--- src/source/soc_pkg.sv ---
////////////////////////////////////////////////////////////
// shared definitions for the peripheral fabric
// memory map, bus request/response structs, device select
// and timing constants used by the decoder, the devices,
// the response stage and the testbench
////////////////////////////////////////////////////////////
package soc_pkg;

  ////////////////////////////////////////////////////////////
  // memory map
  localparam int          RAM_WORDS     = 256;
  localparam int          RAM_AW        = $clog2(RAM_WORDS);
  localparam logic [31:0] RAM_BASE      = 32'h0000_0000;
  localparam logic [31:0] RAM_END       = RAM_BASE + RAM_WORDS * 4;

  localparam logic [31:0] UART_TX_ADDR  = 32'h1000_0000;
  localparam logic [31:0] UART_LSR_ADDR = 32'h1000_0005;

  // clint style timer block, four word registers
  localparam logic [31:0] TIMER_BASE     = 32'h1100_0000;
  localparam logic [3:0]  TIMER_MTIME_LO = 4'h0;
  localparam logic [3:0]  TIMER_MTIME_HI = 4'h4;
  localparam logic [3:0]  TIMER_CMP_LO   = 4'h8;
  localparam logic [3:0]  TIMER_CMP_HI   = 4'hc;

  localparam logic [31:0] FREQ_ADDR     = 32'h1100_8000;

  localparam logic [31:0] IO_START      = 32'h1000_0000;
  localparam logic [31:0] IO_END        = 32'h1200_0000;

  ////////////////////////////////////////////////////////////
  // timing
  localparam logic [31:0] SYSTEM_CLK = 32'd10_000_000;

  // short bit time keeps simulation fast
  localparam int BAUD_DIV = 8;
  localparam int BAUD_CW  = $clog2(BAUD_DIV);

  // transmitter empty flag inside the status byte
  localparam int LSR_TX_EMPTY_BIT = 5;

  ////////////////////////////////////////////////////////////
  // bus types
  typedef struct packed {
    logic [31:0] addr;
    logic [31:0] wdata;
    logic [3:0]  wstrb;
  } bus_req_t;

  typedef struct packed {
    logic        ready;
    logic [31:0] rdata;
  } bus_rsp_t;

  typedef struct packed {
    logic ram;
    logic uart_data;
    logic uart_status;
    logic timer;
    logic freq;
    logic none;
  } dev_sel_t;

endpackage

--- src/source/uart_tx.sv ---
////////////////////////////////////////////////////////////
// uart transmitter, 8n1, no back pressure
// a data write starts a frame only when the line is idle
// status read returns the transmitter empty flag
////////////////////////////////////////////////////////////
`timescale 1ns/1ns

module uart_tx (
  input  logic              clk,
  input  logic              resetn,
  input  logic              sel_data,
  input  logic              sel_status,
  input  soc_pkg::bus_req_t req,
  output logic [31:0]       rdata,
  output logic              ready,
  output logic              txd
);
  import soc_pkg::*;

  logic               busy;
  logic [9:0]         shift;
  logic [BAUD_CW-1:0] baud_cnt;
  logic [3:0]         bit_cnt;
  logic               start;
  logic               status_q;
  logic [7:0]         lsr;

  // writes while busy are dropped
  assign start = sel_data && (|req.wstrb) && !busy;

  ////////////////////////////////////////////////////////////
  // frame shifter, stop bit refills with ones
  always_ff @(posedge clk) begin
    if (!resetn) begin
      busy     <= 1'b0;
      shift    <= '1;
      baud_cnt <= '0;
      bit_cnt  <= '0;
    end else if (!busy) begin
      if (start) begin
        busy     <= 1'b1;
        shift    <= {1'b1, req.wdata[7:0], 1'b0};
        baud_cnt <= '0;
        bit_cnt  <= '0;
      end
    end else if (baud_cnt == BAUD_CW'(BAUD_DIV - 1)) begin
      baud_cnt <= '0;
      shift    <= {1'b1, shift[9:1]};
      if (bit_cnt == 4'd9) begin
        busy <= 1'b0;
      end else begin
        bit_cnt <= bit_cnt + 4'd1;
      end
    end else begin
      baud_cnt <= baud_cnt + 1'b1;
    end
  end

  assign txd = shift[0];

  ////////////////////////////////////////////////////////////
  // bus side
  always_ff @(posedge clk) begin
    if (!resetn) begin
      ready    <= 1'b0;
      status_q <= 1'b0;
    end else begin
      ready    <= sel_data || sel_status;
      status_q <= sel_status;
    end
  end

  always_comb begin
    lsr                   = 8'h00;
    lsr[LSR_TX_EMPTY_BIT] = !busy;
  end

  // data register reads back as zero
  assign rdata = (ready && status_q) ? {16'h0, lsr, 8'h00} : 32'h0;

  idle_line_a : assert property (@(posedge clk) disable iff (!resetn)
    !busy |-> txd);

endmodule

--- config.mk ---
export PLATFORM = sky130hd
export DESIGN_NAME = uart_tx
export DESIGN_NICKNAME = d
export VERILOG_FILES = /design/src/source/soc_pkg.sv /design/src/source/uart_tx.sv
export SDC_FILE = /design/constraint.sdc
export NUM_CORES = 1
export LEC_CHECK = 0
export BUFFER_PORTS_ARGS = -buffer_cell sky130_fd_sc_hd__buf_2
export CORE_MARGIN = 2
export CORE_UTILIZATION = 37
export CTS_CLUSTER_DIAMETER = 60
export DETAILED_ROUTE_END_ITERATION = 6
export MAX_ROUTING_LAYER = met4
export PLACE_DENSITY = 0.8
export SLEW_MARGIN = 20
export SYNTH_ARGS = -nofsm -noshare
export SYNTH_HDL_FRONTEND = slang
export SYNTH_SLANG_ARGS = --single-unit
--- constraint.sdc ---
create_clock -name clk -period 1.95 [get_ports clk]
set_clock_uncertainty 0.05 [all_clocks]
set_input_delay 0.195 -clock clk [delete_from_list [all_inputs] [get_ports clk]]
set_output_delay 0.195 -clock clk [all_outputs]
set_load 0.05 [all_outputs]
==> flow_metrics.py <==
metrics = {
    "power_and_ir_drop": {
        "ir_drop_mv": 0.506,
        "powerDensity_nw_per_um2": 711,
        "p_leak_nw": 0.569,
    },
    "setup_path": {
        "cp_slowest_cell": "dfxtp_1",
        "cp_cell_sequence": "ha_1 -> ha_1 -> and2_1 -> a21oi_4 -> mux2i_1",
        "end_kind": "flip-flop",
        "worstPathArrival_ns": 1.84,
        "worstPathMaxFanout": 7,
        "critical_path.max_stage_delay_ns": 0.34,
        "cpMostUsedCell": "ha_1",
        "crit_type": "flip-flop to flip-flop",
        "cp_data_required_time_ns": 2.13,
        "start_kind": "flip-flop",
    },
    "worst_hold_path": {
        "min_path_type": "input port to flip-flop",
    },
    "global_route": {
        "grt_use_total_pct": 12.4,
        "grt_pass1_vias": 755,
        "grt_overflow": 0,
        "antenna_found_initial": 0,
        "grt_start_max_net_pins": 14,
        "grt_pass1_wl_mm": 3.26,
    },
    "timing": {
        "grt_setup_unrepaired": "false",
        "worstMarginPinSlew_ns": 0.665,
        "fin_setup_tns_ns": 0,
        "fin_crit_sh_pct": 84.9,
        "max_freq_ghz": 0.604,
        "relSlewSlack_pct": 55.2,
        "hold_viol_final": 0,
        "period_needed_ns": 1.66,
        "setup_viol": 0,
        "drv_slew": 0,
    },
    "placed_design": {
        "place_congestion": 0.786,
        "dp.cells": 194,
        "port_buffers": 18,
        "hpwl_mm": 1.50,
    },
    "clocking": {
        "ctsResizeCount": 0,
        "cts-htree-levels": 1,
        "clkTransAtPathRegs_ns": 0.11,
        "clockBufferDepth": 2,
        "post_cts_buffers": 0,
        "cts_made_buffers": 3,
        "cts_hold_buf": 0,
        "tritoncts": "done",
        "worstSkewPairLatency_ns": 0.29,
        "cts-root-buf": "clkbuf_4",
        "cts_sinks": 19,
    },
    "die": {
        "core_sq_um": 3030,
        "start_util_pct": 38.7,
        "pin_count": 106,
        "die_w_microns": 60.3,
        "fp-row-count": 20,
        "die_h_microns": 60.3,
        "die_area_sq_um": 3630,
    },
    "logic_synthesis": {
        "yosys.area.top_type_share_pct": 32.4,
        "syn_avg_cell_area_sq_um": 8.62,
        "synth_edf_count": 0,
        "ys.flop_type": "dfxtp_1",
        "yosysTopAreaCell": "dfxtp_1",
        "netlist_top_cells_area": "dfxtp_1, buf_4, mux2i_1",
        "yosysWarnings": 0,
        "synthAdderAreaFrac_pct": 4.27,
        "yosysSeqAreaShare_pct": 32.4,
        "synth_top_family_by_area": "buffers and inverters",
        "synth_seq_cells": 19,
        "synth.distinct_cells": 30,
        "synth_compound_area_share_pct": 15.3,
        "synth_area_sq_um": 1170,
        "synthTopCellsByCount": "buf_4, dfxtp_1, nor2_1",
        "synthCells": 136,
        "yosysMostFrequentCell": "buf_4",
        "synth_xor_area_share_pct": 0,
        "yosys-mux-area-fraction_pct": 5.98,
        "async_reset_ff_share_pct": 0,
        "synthSimpleGateAreaFrac_pct": 19.0,
    },
    "flow_run": {
        "maxCapViolations": 0,
    },
    "route": {
        "drcViolationCount": 0,
        "drt-initial-drc-count": 25,
        "wl_met2_microns": 912,
        "highest_layer": "met4",
        "wl_per_cell_microns": 10.1,
        "wl_met1_microns": 894,
        "drtPass1Iterations": 4,
        "post_drt_via_cell_ratio": 4.54,
        "vias": 899,
        "wl_mm": 2.00,
        "wl_met3_microns": 181,
        "ant_nets": 0,
    },
    "finish": {
        "stdcell_count": 198,
        "fillCellCount": 324,
        "diodes": 0,
        "area_growth_pct": 4.48,
        "utilization_pct": 40.5,
        "drive_gt1_share_pct": 17.5,
        "fin_nets": 231,
    },
    "run_status": {
        "status": "complete, no violations",
    },
}
==> routing by layer <==
layer  vias to the layer above  global-route usage [%]
met4                         0                    1.90
met2                        43                    19.4
met5                         -                       -
met3                         2                    4.55
li1                        445                       -
met1                       409                    15.5
==> sequential cells by signal, summed over array words and instances (netlist names) <==
name / count
bit_cnt: 4
baud_cnt: 3
busy: 1
shift: 9
ready: 1
status_q: 1
==> metrics by stage <==
stage | hold slack [ns] | setup slack [ns] | cell area, sq um | total power, mW
2_1_floorplan | 0.261 | 0.409 | 1280 | 0.688
3_3_place_gp | 0.368 | 0.336 | 1200 | 0.678
3_5_place_dp | 0.367 | 0.311 | 1200 | 0.682
4_1_cts | 0.0573 | 0.294 | 1220 | 0.879
5_1_grt | 0.0662 | 0.190 | 1220 | 0.923
6_report | 0.0604 | 0.294 | 1220 | 0.871
==> cells by family (layout without fill, tap and decap cells) <==
logic type               Yosys count  count (layout)
AO/OA/AOI/OAI                     23              23
flip-flops                        19              19
adder cells (fa/ha/maj)            4               4
AND/OR/NAND/NOR                   42              42
other                              1              31
buffers and inverters             40              28
multiplexers                       7               7
==> report_power, final <==
group | switching (mW) | leakage [nW] | total [mW] | internal (mW)
Sequential | 0.0120 | 0.156 | 0.421 | 0.409
Combinational | 0.199 | 0.395 | 0.252 | 0.0527
Clock | 0.121 | 0.0177 | 0.198 | 0.0764
==> worst paths after layout <==
check,startpoint,to,slack [ns],cells after the start
max,baud_cnt[0],shift[7],0.29,5
min,sel_status,ready,0.06,3
max reg2reg,baud_cnt[0],shift[7],0.29,5
min reg2reg,baud_cnt[1],baud_cnt[1],0.43,2
==> worst max-delay path: cells and delay by family, from the launching register on <==
family | cells | cell delay, ns
DFF | 1 | 0.34
and+or+nand+nor | 1 | 0.23
AOI/OAI and AO/OA | 1 | 0.31
adders and majority gates | 2 | 0.43
muxes | 1 | 0.23
==> cell usage in the layout (no fill, tap or decap), types with 2 or more instances in the layout <==
| master | n |
|---|---|
| conb_1 | 31 |
| dfxtp_1 | 19 |
| buf_2 | 18 |
| nor2_1 | 10 |
| and2_1 | 9 |
| nand2_1 | 8 |
| a211oi_1 | 7 |
| mux2i_1 | 7 |
| nand3_1 | 6 |
| ha_1 | 4 |
| inv_1 | 3 |
| o21ai_0 | 3 |
| a21oi_1 | 3 |
| clkbuf_4 | 3 |
| buf_4 | 3 |
| nand3b_1 | 2 |
| a31oi_1 | 2 |
| and4b_1 | 2 |
==> cell type report <==
cell class	instances	area, sq um	share of cell area (%)
flip-flops and latches	19	380	31.1
clock buffers	3	22.5	1.84
repair buffers	21	113	9.19
multi-input cells	107	638	52.1
inverters	3	11.3	0.919
well taps	44	55.1	4.49
clock inverters	1	5.00	0.409
Power figures use the tool's default switching activity.
