==> src/source/soc_pkg.sv <==
////////////////////////////////////////////////////////////
// shared definitions for the peripheral fabric
// memory map, bus request/response structs, device select
// and timing constants used by the decoder, the devices,
// the response stage and the testbench
////////////////////////////////////////////////////////////
package soc_pkg;

  ////////////////////////////////////////////////////////////
  // memory map
  localparam int          RAM_WORDS     = 256;
  localparam int          RAM_AW        = $clog2(RAM_WORDS);
  localparam logic [31:0] RAM_BASE      = 32'h0000_0000;
  localparam logic [31:0] RAM_END       = RAM_BASE + RAM_WORDS * 4;

  localparam logic [31:0] UART_TX_ADDR  = 32'h1000_0000;
  localparam logic [31:0] UART_LSR_ADDR = 32'h1000_0005;

  // clint style timer block, four word registers
  localparam logic [31:0] TIMER_BASE     = 32'h1100_0000;
  localparam logic [3:0]  TIMER_MTIME_LO = 4'h0;
  localparam logic [3:0]  TIMER_MTIME_HI = 4'h4;
  localparam logic [3:0]  TIMER_CMP_LO   = 4'h8;
  localparam logic [3:0]  TIMER_CMP_HI   = 4'hc;

  localparam logic [31:0] FREQ_ADDR     = 32'h1100_8000;

  localparam logic [31:0] IO_START      = 32'h1000_0000;
  localparam logic [31:0] IO_END        = 32'h1200_0000;

  ////////////////////////////////////////////////////////////
  // timing
  localparam logic [31:0] SYSTEM_CLK = 32'd10_000_000;

  // short bit time keeps simulation fast
  localparam int BAUD_DIV = 8;
  localparam int BAUD_CW  = $clog2(BAUD_DIV);

  // transmitter empty flag inside the status byte
  localparam int LSR_TX_EMPTY_BIT = 5;

  ////////////////////////////////////////////////////////////
  // bus types
  typedef struct packed {
    logic [31:0] addr;
    logic [31:0] wdata;
    logic [3:0]  wstrb;
  } bus_req_t;

  typedef struct packed {
    logic        ready;
    logic [31:0] rdata;
  } bus_rsp_t;

  typedef struct packed {
    logic ram;
    logic uart_data;
    logic uart_status;
    logic timer;
    logic freq;
    logic none;
  } dev_sel_t;

endpackage

==> src/source/resp_mux.sv <==
////////////////////////////////////////////////////////////
// response stage, merges device ready pulses and data
// answers the frequency word and unmapped accesses itself
////////////////////////////////////////////////////////////
`timescale 1ns/1ns

module resp_mux (
  input  logic              clk,
  input  logic              resetn,
  input  soc_pkg::dev_sel_t sel,
  input  logic [31:0]       ram_rdata,
  input  logic [31:0]       uart_rdata,
  input  logic [31:0]       timer_rdata,
  input  logic              ram_ready,
  input  logic              uart_ready,
  input  logic              timer_ready,
  output soc_pkg::bus_rsp_t rsp,
  output logic              access_fault
);
  import soc_pkg::*;

  logic freq_ready;
  logic none_ready;

  always_ff @(posedge clk) begin
    if (!resetn) begin
      freq_ready <= 1'b0;
      none_ready <= 1'b0;
    end else begin
      freq_ready <= sel.freq;
      none_ready <= sel.none;
    end
  end

  assign rsp.ready = ram_ready || uart_ready || timer_ready || freq_ready || none_ready;

  // fault read falls through to zero
  assign rsp.rdata = ram_ready   ? ram_rdata   :
                     uart_ready  ? uart_rdata  :
                     timer_ready ? timer_rdata :
                     freq_ready  ? SYSTEM_CLK  :
                     32'h0;

  assign access_fault = none_ready;

  one_ready_a : assert property (@(posedge clk) disable iff (!resetn)
    $onehot0({ram_ready, uart_ready, timer_ready, freq_ready, none_ready}));

endmodule

==> config.mk <==
export PLATFORM = sky130hd
export DESIGN_NAME = resp_mux
export DESIGN_NICKNAME = d
export VERILOG_FILES = /design/src/source/soc_pkg.sv /design/src/source/resp_mux.sv
export SDC_FILE = /design/constraint.sdc
export NUM_CORES = 1
export LEC_CHECK = 0
export BUFFER_PORTS_ARGS = -buffer_cell sky130_fd_sc_hd__buf_4
export CAP_MARGIN = 20
export CORE_MARGIN = 3
export CORE_UTILIZATION = 32
export DETAILED_ROUTE_END_ITERATION = 8
export HOLD_SLACK_MARGIN = 0.12
export PLACE_DENSITY = 0.89
export SLEW_MARGIN = 20
export SYNTH_ARGS = -nofsm -noshare
export SYNTH_HDL_FRONTEND = slang
export SYNTH_SLANG_ARGS = --single-unit
==> constraint.sdc <==
create_clock -name clk -period 1.6 [get_ports clk]
set_clock_uncertainty 0.15 [all_clocks]
set_input_delay 0 -clock clk [delete_from_list [all_inputs] [get_ports clk]]
set_output_delay 0 -clock clk [all_outputs]
set_load 0.1 [all_outputs]
==> run_summary.xml <==
<?xml version="1.0" encoding="UTF-8"?>
<metrics>
  <group name="critical_path">
    <metric name="worstSetupStartpointType" unit="">flip-flop</metric>
    <metric name="path_max_fanout" unit="">8</metric>
    <metric name="arrival" unit="ns">1.34</metric>
    <metric name="timing.critical_path.required" unit="ns">1.45</metric>
    <metric name="crit_type" unit="">flip-flop to output pin</metric>
    <metric name="crit_path_end_kind" unit="">output pin</metric>
  </group>
  <group name="timing">
    <metric name="timing.final.setup_violations" unit="">0</metric>
    <metric name="final_hold_viol_count" unit="">0</metric>
    <metric name="tightestPinTransition" unit="ns">0.399</metric>
    <metric name="hold-worst-slack" unit="ns">0.281</metric>
    <metric name="rsz0062_at_grt" unit="">false</metric>
    <metric name="max_clock_freq" unit="MHz">672</metric>
    <metric name="max_slew_margin" unit="">0.733</metric>
    <metric name="timing.final.crit_share" unit="">0.930</metric>
    <metric name="final_critical_path_setup_slack" unit="ns">0.112</metric>
    <metric name="period_minus_slack" unit="ns">1.49</metric>
    <metric name="timing.final.max_slew_violations" unit="">0</metric>
  </group>
  <group name="die">
    <metric name="design.portCount" unit="">141</metric>
    <metric name="dieArea" unit="um2">3550</metric>
    <metric name="start_util" unit="">0.352</metric>
    <metric name="chipWidth" unit="um">59.6</metric>
    <metric name="die_h" unit="um">59.6</metric>
    <metric name="core_outline_area" unit="um2">2610</metric>
    <metric name="rows" unit="">18</metric>
  </group>
  <group name="clock_network">
    <metric name="cts_root_buffer" unit="">sky130_fd_sc_hd__clkbuf_4</metric>
    <metric name="cts_max_path_buffers" unit="">2</metric>
    <metric name="path_clk_slew" unit="ns">0.03</metric>
    <metric name="cts_setup_buffers" unit="">0</metric>
    <metric name="cts_resized" unit="">0</metric>
    <metric name="tritoncts" unit="">built</metric>
    <metric name="clock_sinks" unit="">2</metric>
    <metric name="htree_num_levels" unit="">1</metric>
    <metric name="cts-buffers-inserted" unit="">3</metric>
  </group>
  <group name="detailed_routing">
    <metric name="wire_per_inst" unit="um">14.8</metric>
    <metric name="drtPass1Iterations" unit="">4</metric>
    <metric name="drt-initial-drc-count" unit="">72</metric>
    <metric name="wl_final" unit="um">4240</metric>
    <metric name="routed_via_density" unit="">5.07</metric>
    <metric name="num_vias" unit="">1451</metric>
    <metric name="remaining_drc_errors" unit="">0</metric>
    <metric name="antenna_violating_nets_post_route" unit="">0</metric>
  </group>
  <group name="power_and_ir_drop">
    <metric name="share_of_power_burned_in_the_clock_network" unit="">0.095</metric>
    <metric name="power_consumption" unit="uW">1300</metric>
    <metric name="power.static_leakage" unit="uW">0.00104</metric>
    <metric name="power_switching_share" unit="">0.625</metric>
    <metric name="power.ir.vdd_worst" unit="uV">585</metric>
    <metric name="power_density_normalized_to_cell_area" unit="nW/um2">645</metric>
    <metric name="logic_pwr_share" unit="">0.862</metric>
    <metric name="internal_power" unit="uW">489</metric>
    <metric name="pwr-share-seq" unit="">0.043</metric>
    <metric name="netSwitchingPower" unit="uW">816</metric>
  </group>
  <group name="yosys">
    <metric name="synth-seq-area-share" unit="">0.0435</metric>
    <metric name="netlist-cell-type-count" unit="">18</metric>
    <metric name="syn_area" unit="um2">920</metric>
    <metric name="yosys_register_bits" unit="">2</metric>
    <metric name="post-synth-top-area-cell" unit="">sky130_fd_sc_hd__a221oi_2</metric>
    <metric name="yosysTopAreaCellShare" unit="">0.294</metric>
    <metric name="yosysWarningCount" unit="">0</metric>
    <metric name="synth_area_per_cell" unit="um2">7.60</metric>
    <metric name="syn-instance-count" unit="">121</metric>
    <metric name="post_synth_main_area_contributors" unit="">sky130_fd_sc_hd__a221oi_2, sky130_fd_sc_hd__a21oi_1, sky130_fd_sc_hd__a21oi_2</metric>
    <metric name="syn_nets" unit="">228</metric>
  </group>
  <group name="hold_path">
    <metric name="worstHoldStart" unit="">ram_rdata[27]</metric>
    <metric name="hold_path_class" unit="">input port to output pin</metric>
    <metric name="min_delay_path_depth" unit="">4</metric>
    <metric name="whs_endpoint" unit="">rsp[27]</metric>
  </group>
  <group name="place">
    <metric name="worst_case_setup_slack_after_placement" unit="ns">0.298</metric>
    <metric name="buffer_ports.inserted" unit="">136</metric>
    <metric name="detailed_place_hpwl" unit="um">3270</metric>
    <metric name="place.gp.congestion" unit="">0.770</metric>
  </group>
  <group name="global_route">
    <metric name="grt_use_met2" unit="">0.448</metric>
    <metric name="top_usage_layer" unit="">met2</metric>
    <metric name="grt_first_pass_wirelength" unit="um">6380</metric>
    <metric name="grt_max_degree" unit="">23</metric>
    <metric name="first_global_vias" unit="">1509</metric>
    <metric name="grtUsageTotal" unit="">0.232</metric>
    <metric name="grt_overflow_total" unit="">0</metric>
    <metric name="grt_util_met3" unit="">0.0741</metric>
    <metric name="grt_antenna_before_repair" unit="">0</metric>
    <metric name="grtUsageMet1" unit="">0.235</metric>
  </group>
  <group name="finish">
    <metric name="mostFrequentLayoutCell" unit="">sky130_fd_sc_hd__buf_4</metric>
    <metric name="commonest_cells_after_routing_fill_and_taps_aside" unit="">sky130_fd_sc_hd__buf_4, sky130_fd_sc_hd__inv_1, sky130_fd_sc_hd__a21oi_2</metric>
    <metric name="insertedDiodeCount" unit="">0</metric>
    <metric name="seqCellArea" unit="um2">41.3</metric>
    <metric name="filler_cell_count" unit="">220</metric>
    <metric name="finalNetCount" unit="">365</metric>
    <metric name="area_growth_syn_to_layout" unit="%">120</metric>
    <metric name="final_layout_size_suffix_gt1_frac" unit="">0.730</metric>
    <metric name="multi_input_comb_area" unit="um2">729</metric>
  </group>
  <group name="status">
    <metric name="status" unit="">finished, final reports clean</metric>
  </group>
  <group name="job">
    <metric name="max_cap_viol_count" unit="">0</metric>
  </group>
</metrics>
## layer usage
metal,vias to the layer above,wire length (um),share of wire
li1,720,-,-
met3,8,450,0.11
met2,73,2330,0.55
met5,-,0,0
met4,0,55,0.013
met1,650,1410,0.33
## worst max-delay path by stage
stage / start / to / slack, ns / cells after the start
2_1_floorplan: freq_ready$_SDFF_PN0_ / rsp[10] / -0.50 / 2
3_3_place_gp: uart_ready / rsp[29] / 0.31 / 6
3_5_place_dp: ram_ready / rsp[10] / 0.30 / 5
4_1_cts: freq_ready$_SDFF_PN0_ / rsp[9] / 0.10 / 3
5_1_grt: freq_ready$_SDFF_PN0_ / rsp[7] / 0.01 / 3
6_report: freq_ready$_SDFF_PN0_ / rsp[9] / 0.11 / 3
## power groups by stage
stage | Clock [uW] | Combinational (uW) | Sequential, uW
CTS | 121 | 1120 | 55.7
detailed placement | 0 | 1120 | 56.4
finish | 124 | 1130 | 55.9
floorplan | 0 | 770 | 66.0
global placement | 0 | 1110 | 56.4
global route | 128 | 1170 | 56.2
## cell type report
class                   instances  area share
clock buffers                   3      0.0111
inverters                      24      0.0445
multi-input cells              83       0.360
repair buffers                144       0.545
well taps                      30      0.0185
flip-flops and latches          2      0.0204
## Yosys cell counts
master / instances
sky130_fd_sc_hd__a21oi_1: 21
sky130_fd_sc_hd__a221oi_1: 4
sky130_fd_sc_hd__buf_4: 4
sky130_fd_sc_hd__o22ai_1: 8
sky130_fd_sc_hd__inv_1: 24
sky130_fd_sc_hd__o21ai_1: 2
sky130_fd_sc_hd__a21oi_2: 11
sky130_fd_sc_hd__a211oi_4: 1
sky130_fd_sc_hd__nor2b_4: 1
sky130_fd_sc_hd__a221oi_2: 18
sky130_fd_sc_hd__buf_2: 3
sky130_fd_sc_hd__o21a_1: 2
sky130_fd_sc_hd__and2_1: 2
sky130_fd_sc_hd__nor4_2: 1
sky130_fd_sc_hd__buf_6: 5
sky130_fd_sc_hd__dfxtp_1: 2
sky130_fd_sc_hd__nand2b_1: 1
sky130_fd_sc_hd__nand2_1: 11
## critical path, stage by stage (launching register included)
cell and delay (ns):
sky130_fd_sc_hd__dfxtp_1 0.33, sky130_fd_sc_hd__a211oi_4 0.40, sky130_fd_sc_hd__a21oi_1 0.12, sky130_fd_sc_hd__buf_4 0.25
## metrics by stage
step,utilization,instance area [um2],instances,setup TNS (ns)
after floorplan,-,962,121,-3.96
after global placement,0.751,1960,279,0
after detailed placement,0.751,1960,279,0
after CTS,0.775,2020,286,0
after global routing,0.775,2020,286,0
final,0.775,2020,286,0
## timing repair
item | CTS | global route
hold endpoints to repair | 2 | 0
endpoints found under the setup margin | 0 | 1
hold buffers | 4 | 0
## sequential cells by signal, summed over array words and instances, names as in the netlist
register	cells
freq_ready	1
access_fault	1
## cell families (layout without fill, tap and decap cells)
logic type      Yosys count  in the layout  synth area share
compound gates           67             67             0.654
simple gates             16             16            0.0939
flops                     2              2            0.0435
buf+inv                  36            171             0.208
Power figures use the tool's default switching activity.
