--- config.mk ---
export PLATFORM = sky130hd
export DESIGN_NAME = bus_decode
export DESIGN_NICKNAME = d
export VERILOG_FILES = /design/src/source/soc_pkg.sv /design/src/source/bus_decode.sv
export SDC_FILE = /design/constraint.sdc
export NUM_CORES = 1
export LEC_CHECK = 0
export ABC_AREA = 1
export BUFFER_PORTS_ARGS = -buffer_cell sky130_fd_sc_hd__buf_2
export CORE_MARGIN = 3
export CORE_UTILIZATION = 23
export DETAILED_ROUTE_END_ITERATION = 7
export GPL_TIMING_DRIVEN = 0
export PLACE_DENSITY_LB_ADDON = 0.25
export SLEW_MARGIN = 10
export SYNTH_ARGS = -nofsm -noshare
export SYNTH_HDL_FRONTEND = slang
export SYNTH_SLANG_ARGS = --single-unit
--- constraint.sdc ---
create_clock -name vclk -period 1.19
set_input_delay 0.1785 -clock vclk [all_inputs]
set_output_delay 0.1785 -clock vclk [all_outputs]
set_load 0.03 [all_outputs]
--- src/source/soc_pkg.sv ---
////////////////////////////////////////////////////////////
// shared definitions for the peripheral fabric
// memory map, bus request/response structs, device select
// and timing constants used by the decoder, the devices,
// the response stage and the testbench
////////////////////////////////////////////////////////////
package soc_pkg;

  ////////////////////////////////////////////////////////////
  // memory map
  localparam int          RAM_WORDS     = 256;
  localparam int          RAM_AW        = $clog2(RAM_WORDS);
  localparam logic [31:0] RAM_BASE      = 32'h0000_0000;
  localparam logic [31:0] RAM_END       = RAM_BASE + RAM_WORDS * 4;

  localparam logic [31:0] UART_TX_ADDR  = 32'h1000_0000;
  localparam logic [31:0] UART_LSR_ADDR = 32'h1000_0005;

  // clint style timer block, four word registers
  localparam logic [31:0] TIMER_BASE     = 32'h1100_0000;
  localparam logic [3:0]  TIMER_MTIME_LO = 4'h0;
  localparam logic [3:0]  TIMER_MTIME_HI = 4'h4;
  localparam logic [3:0]  TIMER_CMP_LO   = 4'h8;
  localparam logic [3:0]  TIMER_CMP_HI   = 4'hc;

  localparam logic [31:0] FREQ_ADDR     = 32'h1100_8000;

  localparam logic [31:0] IO_START      = 32'h1000_0000;
  localparam logic [31:0] IO_END        = 32'h1200_0000;

  ////////////////////////////////////////////////////////////
  // timing
  localparam logic [31:0] SYSTEM_CLK = 32'd10_000_000;

  // short bit time keeps simulation fast
  localparam int BAUD_DIV = 8;
  localparam int BAUD_CW  = $clog2(BAUD_DIV);

  // transmitter empty flag inside the status byte
  localparam int LSR_TX_EMPTY_BIT = 5;

  ////////////////////////////////////////////////////////////
  // bus types
  typedef struct packed {
    logic [31:0] addr;
    logic [31:0] wdata;
    logic [3:0]  wstrb;
  } bus_req_t;

  typedef struct packed {
    logic        ready;
    logic [31:0] rdata;
  } bus_rsp_t;

  typedef struct packed {
    logic ram;
    logic uart_data;
    logic uart_status;
    logic timer;
    logic freq;
    logic none;
  } dev_sel_t;

endpackage

--- src/source/bus_decode.sv ---
////////////////////////////////////////////////////////////
// address decoder for the peripheral bus
// turns a held request into a one-hot device select
// selects drop while the response is being returned
////////////////////////////////////////////////////////////
`timescale 1ns/1ns

module bus_decode (
  input  logic              clk,
  input  logic              resetn,
  input  logic              valid,
  input  soc_pkg::bus_req_t req,
  input  logic              pending,
  output soc_pkg::dev_sel_t sel
);
  import soc_pkg::*;

  logic active;
  logic is_ram;
  logic is_io;
  logic is_uart_data;
  logic is_uart_status;
  logic is_timer;
  logic is_freq;
  logic known_io;

  // one request in flight, blocked during the ready cycle
  assign active = valid && !pending;

  assign is_ram = (req.addr >= RAM_BASE) && (req.addr < RAM_END);
  assign is_io  = (req.addr >= IO_START) && (req.addr < IO_END);

  assign is_uart_data   = (req.addr == UART_TX_ADDR);
  assign is_uart_status = (req.addr == UART_LSR_ADDR);
  // word aligned registers inside the 16 byte timer window
  assign is_timer = (req.addr[31:4] == TIMER_BASE[31:4]) && (req.addr[1:0] == 2'b00);
  assign is_freq  = (req.addr == FREQ_ADDR);

  assign known_io = is_uart_data || is_uart_status || is_timer || is_freq;

  always_comb begin
    sel = '0;
    if (active) begin
      sel.ram         = is_ram;
      sel.uart_data   = is_io && is_uart_data;
      sel.uart_status = is_io && is_uart_status;
      sel.timer       = is_io && is_timer;
      sel.freq        = is_io && is_freq;
      // unknown io register or a hole in the map
      sel.none        = !is_ram && (!is_io || !known_io);
    end
  end

  // the master holds its request until the ready pulse
  req_held_a : assert property (@(posedge clk) disable iff (!resetn)
    (valid && !pending) |=> (valid && $stable(req)));

endmodule

==> results of run 1 <==
==> metrics by stage <==
stage	total power [W]	area [um^2]	TNS, ps	setup WS, ps	std cells
floorplan	0.00004401	350.3	-87.59	-35.93	75
global placement	0.0001057	568.0	-675.3	-152.7	129
detailed placement	0.0001085	568.0	-745.0	-174.5	129
CTS	0.0001494	713.2	-317.0	-126.3	129
global route	0.0001906	797.0	-762.6	-166.9	130
finish	0.0001738	797.0	-273.4	-105.4	130
==> synthesized netlist by cell type <==
master / number / share of area
sky130_fd_sc_hd__nand4_1: 1 / 0.019
sky130_fd_sc_hd__nand2_2: 2 / 0.038
sky130_fd_sc_hd__nor2_4: 1 / 0.035
sky130_fd_sc_hd__inv_2: 3 / 0.035
sky130_fd_sc_hd__nor3_1: 6 / 0.092
sky130_fd_sc_hd__nand3_1: 7 / 0.11
sky130_fd_sc_hd__nor2_2: 5 / 0.096
sky130_fd_sc_hd__nor2_1: 26 / 0.30
sky130_fd_sc_hd__inv_1: 10 / 0.12
sky130_fd_sc_hd__nand2_1: 14 / 0.16
==> cells by family (layout without fill, tap and decap cells) <==
logic type             Yosys count  count (layout)
buffers and inverters           13              54
and+or+nand+nor                 62              62
==> timing repair <==
action	in CTS	in global routing
gates cloned	0	0
setup buffers	0	1
hold buffers	0	0
endpoints found under the setup margin	6	6
gates resized for setup	37	20
pin swaps	9	15
==> layer usage <==
metal | up-vias | GRT usage | part of all wire
met5 | - | 0 | 0
met4 | 0 | 0 | 0
met3 | 0 | 0.01245 | 0.083
met2 | 22 | 0.2558 | 0.55
met1 | 244 | 0.1518 | 0.37
li1 | 311 | - | -
==> worst min-delay path by stage <==
stage | start | end | slack (ps) | cells past startpoint
2_1_floorplan | pending | sel[0] | 550 | 3
3_3_place_gp | pending | sel[0] | 770 | 5
3_5_place_dp | pending | sel[0] | 770 | 5
4_1_cts | pending | sel[0] | 740 | 5
5_1_grt | pending | sel[0] | 730 | 5
6_report | pending | sel[0] | 720 | 5
==> power by group through the flow <==
stage	clock, W	combinational (W)	sequential (W)
5_1_grt	0	0.000191	0
4_1_cts	0	0.000149	0
3_5_place_dp	0	0.000109	0
6_report	0	0.000174	0
3_3_place_gp	0	0.000106	0
2_1_floorplan	0	0.0000440	0
==> final cells by class <==
class,instances,area [um^2],area share
Tap cell,14,17.52,0.02198
Multi-Input combinational cell,62,431.7,0.5416
Timing Repair Buffer,41,299.0,0.3752
Inverter,13,48.80,0.06122
==> layout by cell type, fill, tap and decap left out <==
| cell type | n |
|---|---|
| sky130_fd_sc_hd__buf_2 | 23 |
| sky130_fd_sc_hd__nor2_2 | 13 |
| sky130_fd_sc_hd__buf_6 | 13 |
| sky130_fd_sc_hd__nor2_4 | 10 |
| sky130_fd_sc_hd__nand2_1 | 9 |
| sky130_fd_sc_hd__nor2_1 | 9 |
| sky130_fd_sc_hd__inv_1 | 8 |
| sky130_fd_sc_hd__nand2_2 | 6 |
| sky130_fd_sc_hd__inv_2 | 5 |
| sky130_fd_sc_hd__nand3_2 | 5 |
| sky130_fd_sc_hd__nor3_2 | 5 |
| sky130_fd_sc_hd__buf_4 | 5 |
| sky130_fd_sc_hd__nand3_1 | 2 |
| sky130_fd_sc_hd__nand4_1 | 1 |
| sky130_fd_sc_hd__nand2_4 | 1 |
| sky130_fd_sc_hd__nor3_1 | 1 |
==> worst max-delay path: stages <==
cell and delay, ps:
sky130_fd_sc_hd__buf_6 90, sky130_fd_sc_hd__nor2_4 100, sky130_fd_sc_hd__nand2_2 70, sky130_fd_sc_hd__nor2_4 160
sky130_fd_sc_hd__nand3_2 120, sky130_fd_sc_hd__nor2_2 110, sky130_fd_sc_hd__nor2_1 40, sky130_fd_sc_hd__nand2_1 70
sky130_fd_sc_hd__nor2_2 40, sky130_fd_sc_hd__buf_6 130
==> impl_summary.log, run 1 <==
INFO  metric finalNetCount = 190
INFO  metric coreArea = 1216 um^2
INFO  metric place_hpwl = 980.4 um
INFO  metric dr_total_vias = 577
INFO  metric area_enclosed_by_the_die_boundary = 1902 um^2
INFO  metric crit_path_end_kind = primary output
INFO  metric crit_end = sel[0]
INFO  metric antennaDiodeCount = 0
INFO  metric maxSlewViolCount = 0
INFO  metric grt_first_pass_wirelength = 2.028 mm
INFO  metric syn-num-nets = 147
INFO  metric drtIter0Drc = 0
INFO  metric cp_max_fo = 3
INFO  metric setup.worst_path.class = primary input to primary output
INFO  metric grt_pass1_vias = 524
INFO  metric die_h = 43.61 um
INFO  metric arrival = 1120 ps
INFO  metric synth.distinct_cells = 10
INFO  metric synth_xor_area_frac = 0
INFO  metric max_clock_freq = 772.0 MHz
INFO  metric number_of_max_cap_violations = 0
INFO  metric grt_start_max_net_pins = 5
INFO  metric slew_headroom = 0.8903
INFO  metric fin_util = 0.6554
INFO  metric synth_compound_gate_area_share = 0
INFO  metric post_route_cells_drive_above_1_share = 0.7414
INFO  metric post-route-worst-setup-slack = -105.4 ps
INFO  metric initial_utilization = 0.2675
INFO  metric synth_warnings = 0
INFO  metric tightest_slew = 163.4 ps
INFO  metric synth_simple_gate_area_frac = 0.8500
INFO  metric worstPathRequired = 1010 ps
INFO  metric area.sequential = 0 um^2
INFO  metric startpoint = req[46]
INFO  metric power.share.clock = 0
INFO  metric status = finished with violations
INFO  metric p_sw = 0.00007970 W
INFO  metric portBuffers = 40
INFO  metric yosysSeqAreaShare = 0
INFO  metric final_period_minus_worst_setup_slack = 1295 ps
INFO  metric synth-adder-area-share = 0
INFO  metric power.static_leakage = 0.3645 nW
INFO  metric cell_area_after_synthesis = 325.3 um^2
INFO  metric detail-route-antenna-nets = 0
INFO  metric numSequentialCells = 0
INFO  metric power_frac_comb = 1.000
INFO  metric clock_buffer_count = 0
INFO  metric finalSetupViolCount = 6
INFO  metric overflow = 0
INFO  metric gr-usage-all-layers = 0.1282
INFO  metric boundaryPins = 78
INFO  metric fin_crit_sh = 1.089
INFO  metric synthCells = 75
INFO  metric fillers = 119
INFO  metric post_drt_wl_per_cell = 9.654 um
INFO  metric min_path_type = primary input to primary output
INFO  metric crit_path_start_kind = primary input
INFO  metric synth_top_family_by_area = simple AND/OR/NAND/NOR gates
INFO  metric die-width = 43.61 um
INFO  metric initial_antenna_violation_count = 0
INFO  metric final_hold_viol_count = 0
INFO  metric violations = negative setup slack
INFO  metric postRouteWirelength = 1.255 mm
INFO  metric placementRows = 12
INFO  metric power_density = 218.1 nW/um^2
INFO  metric firstDrtPassIters = 1
INFO  metric switching_share = 0.4586
INFO  metric globalplace.congestion = 0.8004
INFO  metric p_int = 0.00009411 W
INFO  metric muxShareOfSynthArea = 0
INFO  metric seqPwrFrac = 0
INFO  metric drcViolationCount = 0
INFO  metric synth_area_per_cell = 4.337 um^2
INFO  metric whs = 718.7 ps
INFO  metric max-vdd-ir-drop = 0.0001433 V
INFO  metric areaGrowthSynthToFinish = 145.0%
INFO  metric avgViaCountPerCell = 4.438
INFO  metric rsz_0062_raised_after_global_routing = true
(Power assumes the default switching activity.)
==> run 2, diff against run 1 <==
- clock period: 1.19 -> 1.4 ns (I/O delays scaled with it)
==> run 2 against run 1 <==
The run now ends clean. Count of clock-buffer cells in the layout stayed put. Sequential share of layout area stayed put. Worst setup slack better by 120 ps. First-iteration DRC count is 4 higher. Cell count stayed put. Critical endpoint unchanged.
==> impl_summary.log, run 2 (synthesized netlist as in run 1, its figures left out) <==
INFO  metric arrival = 1180 ps
INFO  metric finalSetupViolCount = 0
INFO  metric timing.critical_path.mode_cell = sky130_fd_sc_hd__nor2_1
INFO  metric numSequentialCells = 0
INFO  metric hold_buffer_count_at_cts = 0
INFO  metric dr_total_vias = 564
INFO  metric clock_buffer_count = 0
INFO  metric worstPathRequired = 1190 ps
INFO  metric maxSlewViolCount = 0
INFO  metric power_density = 176.6 nW/um^2
INFO  metric antennaDiodeCount = 0
INFO  metric power.static_leakage = 0.3520 nW
INFO  metric final_hold_viol_count = 0
INFO  metric boundaryPins = 78
INFO  metric post_drt_wl_per_cell = 8.800 um
INFO  metric postRouteWirelength = 1.144 mm
INFO  metric drcViolationCount = 0
INFO  metric portBuffers = 40
INFO  metric report.power.total = 0.0001250 W
INFO  metric layout.cells.most_common = sky130_fd_sc_hd__buf_2
INFO  metric place_hpwl = 920.2 um
INFO  metric cp_max_fo = 4
INFO  metric die-width = 43.61 um
INFO  metric critical_path.cell_chain = buf_2 > nor2_2 > nand2_1 > nor2_1 > nand2_2 > nor2_1 > nor2_1 > nand2_1 > nor2_1 > buf_4
INFO  metric detail-route-antenna-nets = 0
INFO  metric status = completed
INFO  metric slowest_delay = 160 ps
INFO  metric max-vdd-ir-drop = 0.00007985 V
INFO  metric slew_headroom = 0.8764
INFO  metric initial_utilization = 0.2675
INFO  metric grt_first_pass_wirelength = 1.593 mm
INFO  metric critPathSlowestCell = sky130_fd_sc_hd__buf_4
INFO  metric final_cell_mix = sky130_fd_sc_hd__buf_2 (29), sky130_fd_sc_hd__nor2_1 (19), sky130_fd_sc_hd__nand2_1 (11)
INFO  metric placementRows = 12
INFO  metric grt_pass1_vias = 441
INFO  metric crit_path_end_kind = primary output
INFO  metric overflow = 0
INFO  metric coreArea = 1216 um^2
INFO  metric fin_crit_sh = 0.9898
INFO  metric firstDrtPassIters = 3
INFO  metric drtIter0Drc = 4
INFO  metric setup.worst_path.class = primary input to primary output
INFO  metric tightest_slew = 184.8 ps
INFO  metric worst_hold_startpoint = pending
INFO  metric globalplace.congestion = 0.8065
INFO  metric min_path_type = primary input to primary output
INFO  metric finalNetCount = 190
INFO  metric gr-usage-all-layers = 0.09825
INFO  metric fin_area = 708.2 um^2
INFO  metric startpoint = req[53]
INFO  metric fin_util = 0.5823
INFO  metric crit_path_start_kind = primary input
INFO  metric area.sequential = 0 um^2
INFO  metric area_enclosed_by_the_die_boundary = 1902 um^2
INFO  metric max_clock_freq = 721.7 MHz
INFO  metric dpl-instance-area = 553.0 um^2
INFO  metric final_period_minus_worst_setup_slack = 1386 ps
INFO  metric initial_antenna_violation_count = 0
INFO  metric number_of_max_cap_violations = 0
INFO  metric avgViaCountPerCell = 4.338
INFO  metric post_route_cells_drive_above_1_share = 0.6121
INFO  metric grt_start_max_net_pins = 5
INFO  metric rsz_0062_raised_after_global_routing = true
INFO  metric die_h = 43.61 um
INFO  metric areaGrowthSynthToFinish = 117.7%
## run 2: cell count changes in the layout (fill, tap and decap cells not counted), sizes merged
cell / delta
clkbuf: +1
buf: -1
## run 2: metrics by stage
stage          std cells  setup slack [ps]  setup TNS (ps)  hold slack [ps]
6_report             130             14.30               0            791.2
5_1_grt              130            -60.11          -179.2            841.3
4_1_cts              129             3.880               0            819.5
3_5_place_dp         129             1.039               0            816.0
3_3_place_gp         129             19.08               0            818.6
2_1_floorplan         75            -102.1          -204.2            619.3
## run 2: metal layers
| layer | global-route usage | routed length [um] | vias up |
|---|---|---|---|
| met3 | 0.02075 | 111 | 0 |
| met4 | 0 | 0 | 0 |
| met2 | 0.1715 | 607 | 22 |
| met1 | 0.1301 | 425 | 232 |
| li1 | - | - | 310 |
| met5 | 0 | 0 | - |
## run 2: area by class of cell
cell class	instances	area, um^2
fill	132	508.0
multi-input combinational	62	380.4
timing repair buffer	41	261.5
inverter	13	48.80
tap	14	17.52
## run 2: path summary, 6_finish.rpt
path,end,cells after the start
worst max-delay path,sel[0],10
worst min-delay path,sel[0],5
## run 2: timing repair
| action | CTS | global route |
|---|---|---|
| endpoints found under the setup margin | 0 | 6 |
| gates resized for setup | 0 | 43 |
| buffers inserted | 0 | 1 |
| hold endpoints to repair | 0 | 0 |
## run 2: critical path: cells and delay by family
family	cells	cell delay [ps]
and+or+nand+nor	8	700
buffers and inverters	2	260
## run 2: power breakdown
part	total (W)	internal [W]	leakage [nW]	switching (W)
clock network	0	0	0	0
registers	0	0	0	0
logic	0.000125	0.0000666	0.352	0.0000585
==> run 3, diff against run 2 <==
- BUFFER_PORTS_ARGS: -buffer_cell sky130_fd_sc_hd__buf_2 -> -buffer_cell sky130_fd_sc_hd__clkbuf_2
- PLACE_DENSITY: default -> 0.83
- PLACE_DENSITY_LB_ADDON: 0.25 -> default
- REMOVE_ABC_BUFFERS: default -> 1
==> run 3 against run 2 <==
Critical path depth is the same. Global-route usage is 0.67 points higher. Non-clock buffer count decreased by 1. Fmax up 1.5%. Cell count down 0.77%. Combinational power down 13%. Worst hold slack better by 5.8 ps. First-iteration DRC count increased by 25%. Utilization down 4.2 points.
==> impl_summary.log, run 3 (synthesized netlist as in run 1, its figures left out) <==
INFO  metric max-vdd-ir-drop = 0.00007004 V
INFO  metric power_density = 165.8 nW/um^2
INFO  metric drtIter0Drc = 5
INFO  metric cts_repair_resize_count = 0
INFO  metric fin_crit_sh = 0.9752
INFO  metric layout.cells.non_filler = 129
INFO  metric finalNetCount = 189
INFO  metric setup.worst_path.class = primary input to primary output
INFO  metric cp_max_fo = 3
INFO  metric max_clock_freq = 732.5 MHz
INFO  metric post_route_cells_drive_above_1_share = 0.6348
INFO  metric tightest_slew = 242.7 ps
INFO  metric postRouteWirelength = 1.122 mm
INFO  metric post_drt_wl_per_cell = 8.698 um
INFO  metric die-width = 43.61 um
INFO  metric worstPathRequired = 1190 ps
INFO  metric grt_first_pass_wirelength = 1.704 mm
INFO  metric maxSlewViolCount = 0
INFO  metric detail-route-antenna-nets = 0
INFO  metric place_hpwl = 960.5 um
INFO  metric crit_path_start_kind = primary input
INFO  metric power.static_leakage = 0.3395 nW
INFO  metric area_enclosed_by_the_die_boundary = 1902 um^2
INFO  metric areaGrowthSynthToFinish = 101.9%
INFO  metric gr-usage-all-layers = 0.1049
INFO  metric placementRows = 12
INFO  metric grt_pass1_vias = 463
INFO  metric slew_headroom = 0.8376
INFO  metric grt_start_max_net_pins = 5
INFO  metric area.sequential = 0 um^2
INFO  metric portBuffers = 40
INFO  metric finalSetupViolCount = 0
INFO  metric min_path_type = primary input to primary output
INFO  metric critPathSlowestCell = sky130_fd_sc_hd__nor2_4
INFO  metric final_hold_viol_count = 0
INFO  metric final_period_minus_worst_setup_slack = 1365 ps
INFO  metric firstDrtPassIters = 2
INFO  metric coreArea = 1216 um^2
INFO  metric status = completed
INFO  metric globalplace.congestion = 0.7840
INFO  metric dr_total_vias = 569
INFO  metric boundaryPins = 78
INFO  metric whs = 796.9 ps
INFO  metric numSequentialCells = 0
INFO  metric crit_path_end_kind = primary output
INFO  metric antennaDiodeCount = 0
INFO  metric hold_buffer_count_at_cts = 0
INFO  metric initial_utilization = 0.2675
INFO  metric worstPathBufferInverterCount = 2
INFO  metric final_cell_mix = sky130_fd_sc_hd__clkbuf_2 (33), sky130_fd_sc_hd__nor2_1 (16), sky130_fd_sc_hd__nand2_1 (10), sky130_fd_sc_hd__nor2_2 (10), sky130_fd_sc_hd__inv_1 (8)
INFO  metric avgViaCountPerCell = 4.411
INFO  metric slowest_delay = 160 ps
INFO  metric place.detailed.instances = 129
INFO  metric die_h = 43.61 um
INFO  metric post-cts-setup-buffer-count = 0
INFO  metric layout.cells.most_common = sky130_fd_sc_hd__clkbuf_2
INFO  metric number_of_max_cap_violations = 0
INFO  metric timing.critical_path.mode_cell = sky130_fd_sc_hd__nor2_1
INFO  metric arrival = 1160 ps
INFO  metric clock_buffer_count = 0
INFO  metric drcViolationCount = 0
INFO  metric overflow = 0
INFO  metric initial_antenna_violation_count = 0
INFO  metric rsz_0062_raised_after_global_routing = true
INFO  metric worst_path_dominant_cell_family = simple AND/OR/NAND/NOR gates
INFO  metric critical_path.cell_chain = clkbuf_2 > nor2_4 > nand2_2 > nor2_4 > nand3_2 > nor2_1 > nor2_1 > nand2_1 > nor2_1 > buf_4
## run 3: report_power, final
group | switching [W] | total [W] | internal (W)
clock | 0 | 0 | 0
combinational | 0.0000545 | 0.000109 | 0.0000544
sequential | 0 | 0 | 0
## run 3: metal layers
layer	track usage	wire length, um	up-vias
met5	0	0	-
met2	0.2006	612	21
met3	0.004149	93	0
li1	-	-	312
met1	0.1349	416	236
met4	0	0	0
## run 3: final cells by class
cell class	count	area, um^2
Timing Repair Buffer	40	219.0
Fill cell	130	559.3
Multi-Input combinational cell	62	371.6
Inverter	13	48.80
Tap cell	14	17.52
## run 3: final timing paths
path	to	startpoint	slack (ps)	cells after the start
worst max-delay path	sel[0]	req[46]	30	10
worst min-delay path	sel[0]	pending	800	5
## run 3: stage by stage
stage / setup TNS (ps) / area [um^2] / total power [W] / worst slack (ps) / utilization
global placement: 0 / 543.0 / 0.00008865 / 31.93 / 0.4465
CTS: 0 / 543.0 / 0.00009146 / 4.334 / 0.4465
floorplan: -378.5 / 325.3 / 0.00003623 / -107.7 / -
detailed placement: 0 / 543.0 / 0.00009107 / 4.979 / 0.4465
global route: -109.1 / 656.9 / 0.0001219 / -71.31 / 0.5401
finish: 0 / 656.9 / 0.0001089 / 34.79 / 0.5401
## run 3: worst min-delay path, stage by stage
cell	delay, ps
sky130_fd_sc_hd__clkbuf_2	80
sky130_fd_sc_hd__nor2_2	40
sky130_fd_sc_hd__nand2_1	50
sky130_fd_sc_hd__nor2_1	40
sky130_fd_sc_hd__buf_4	150
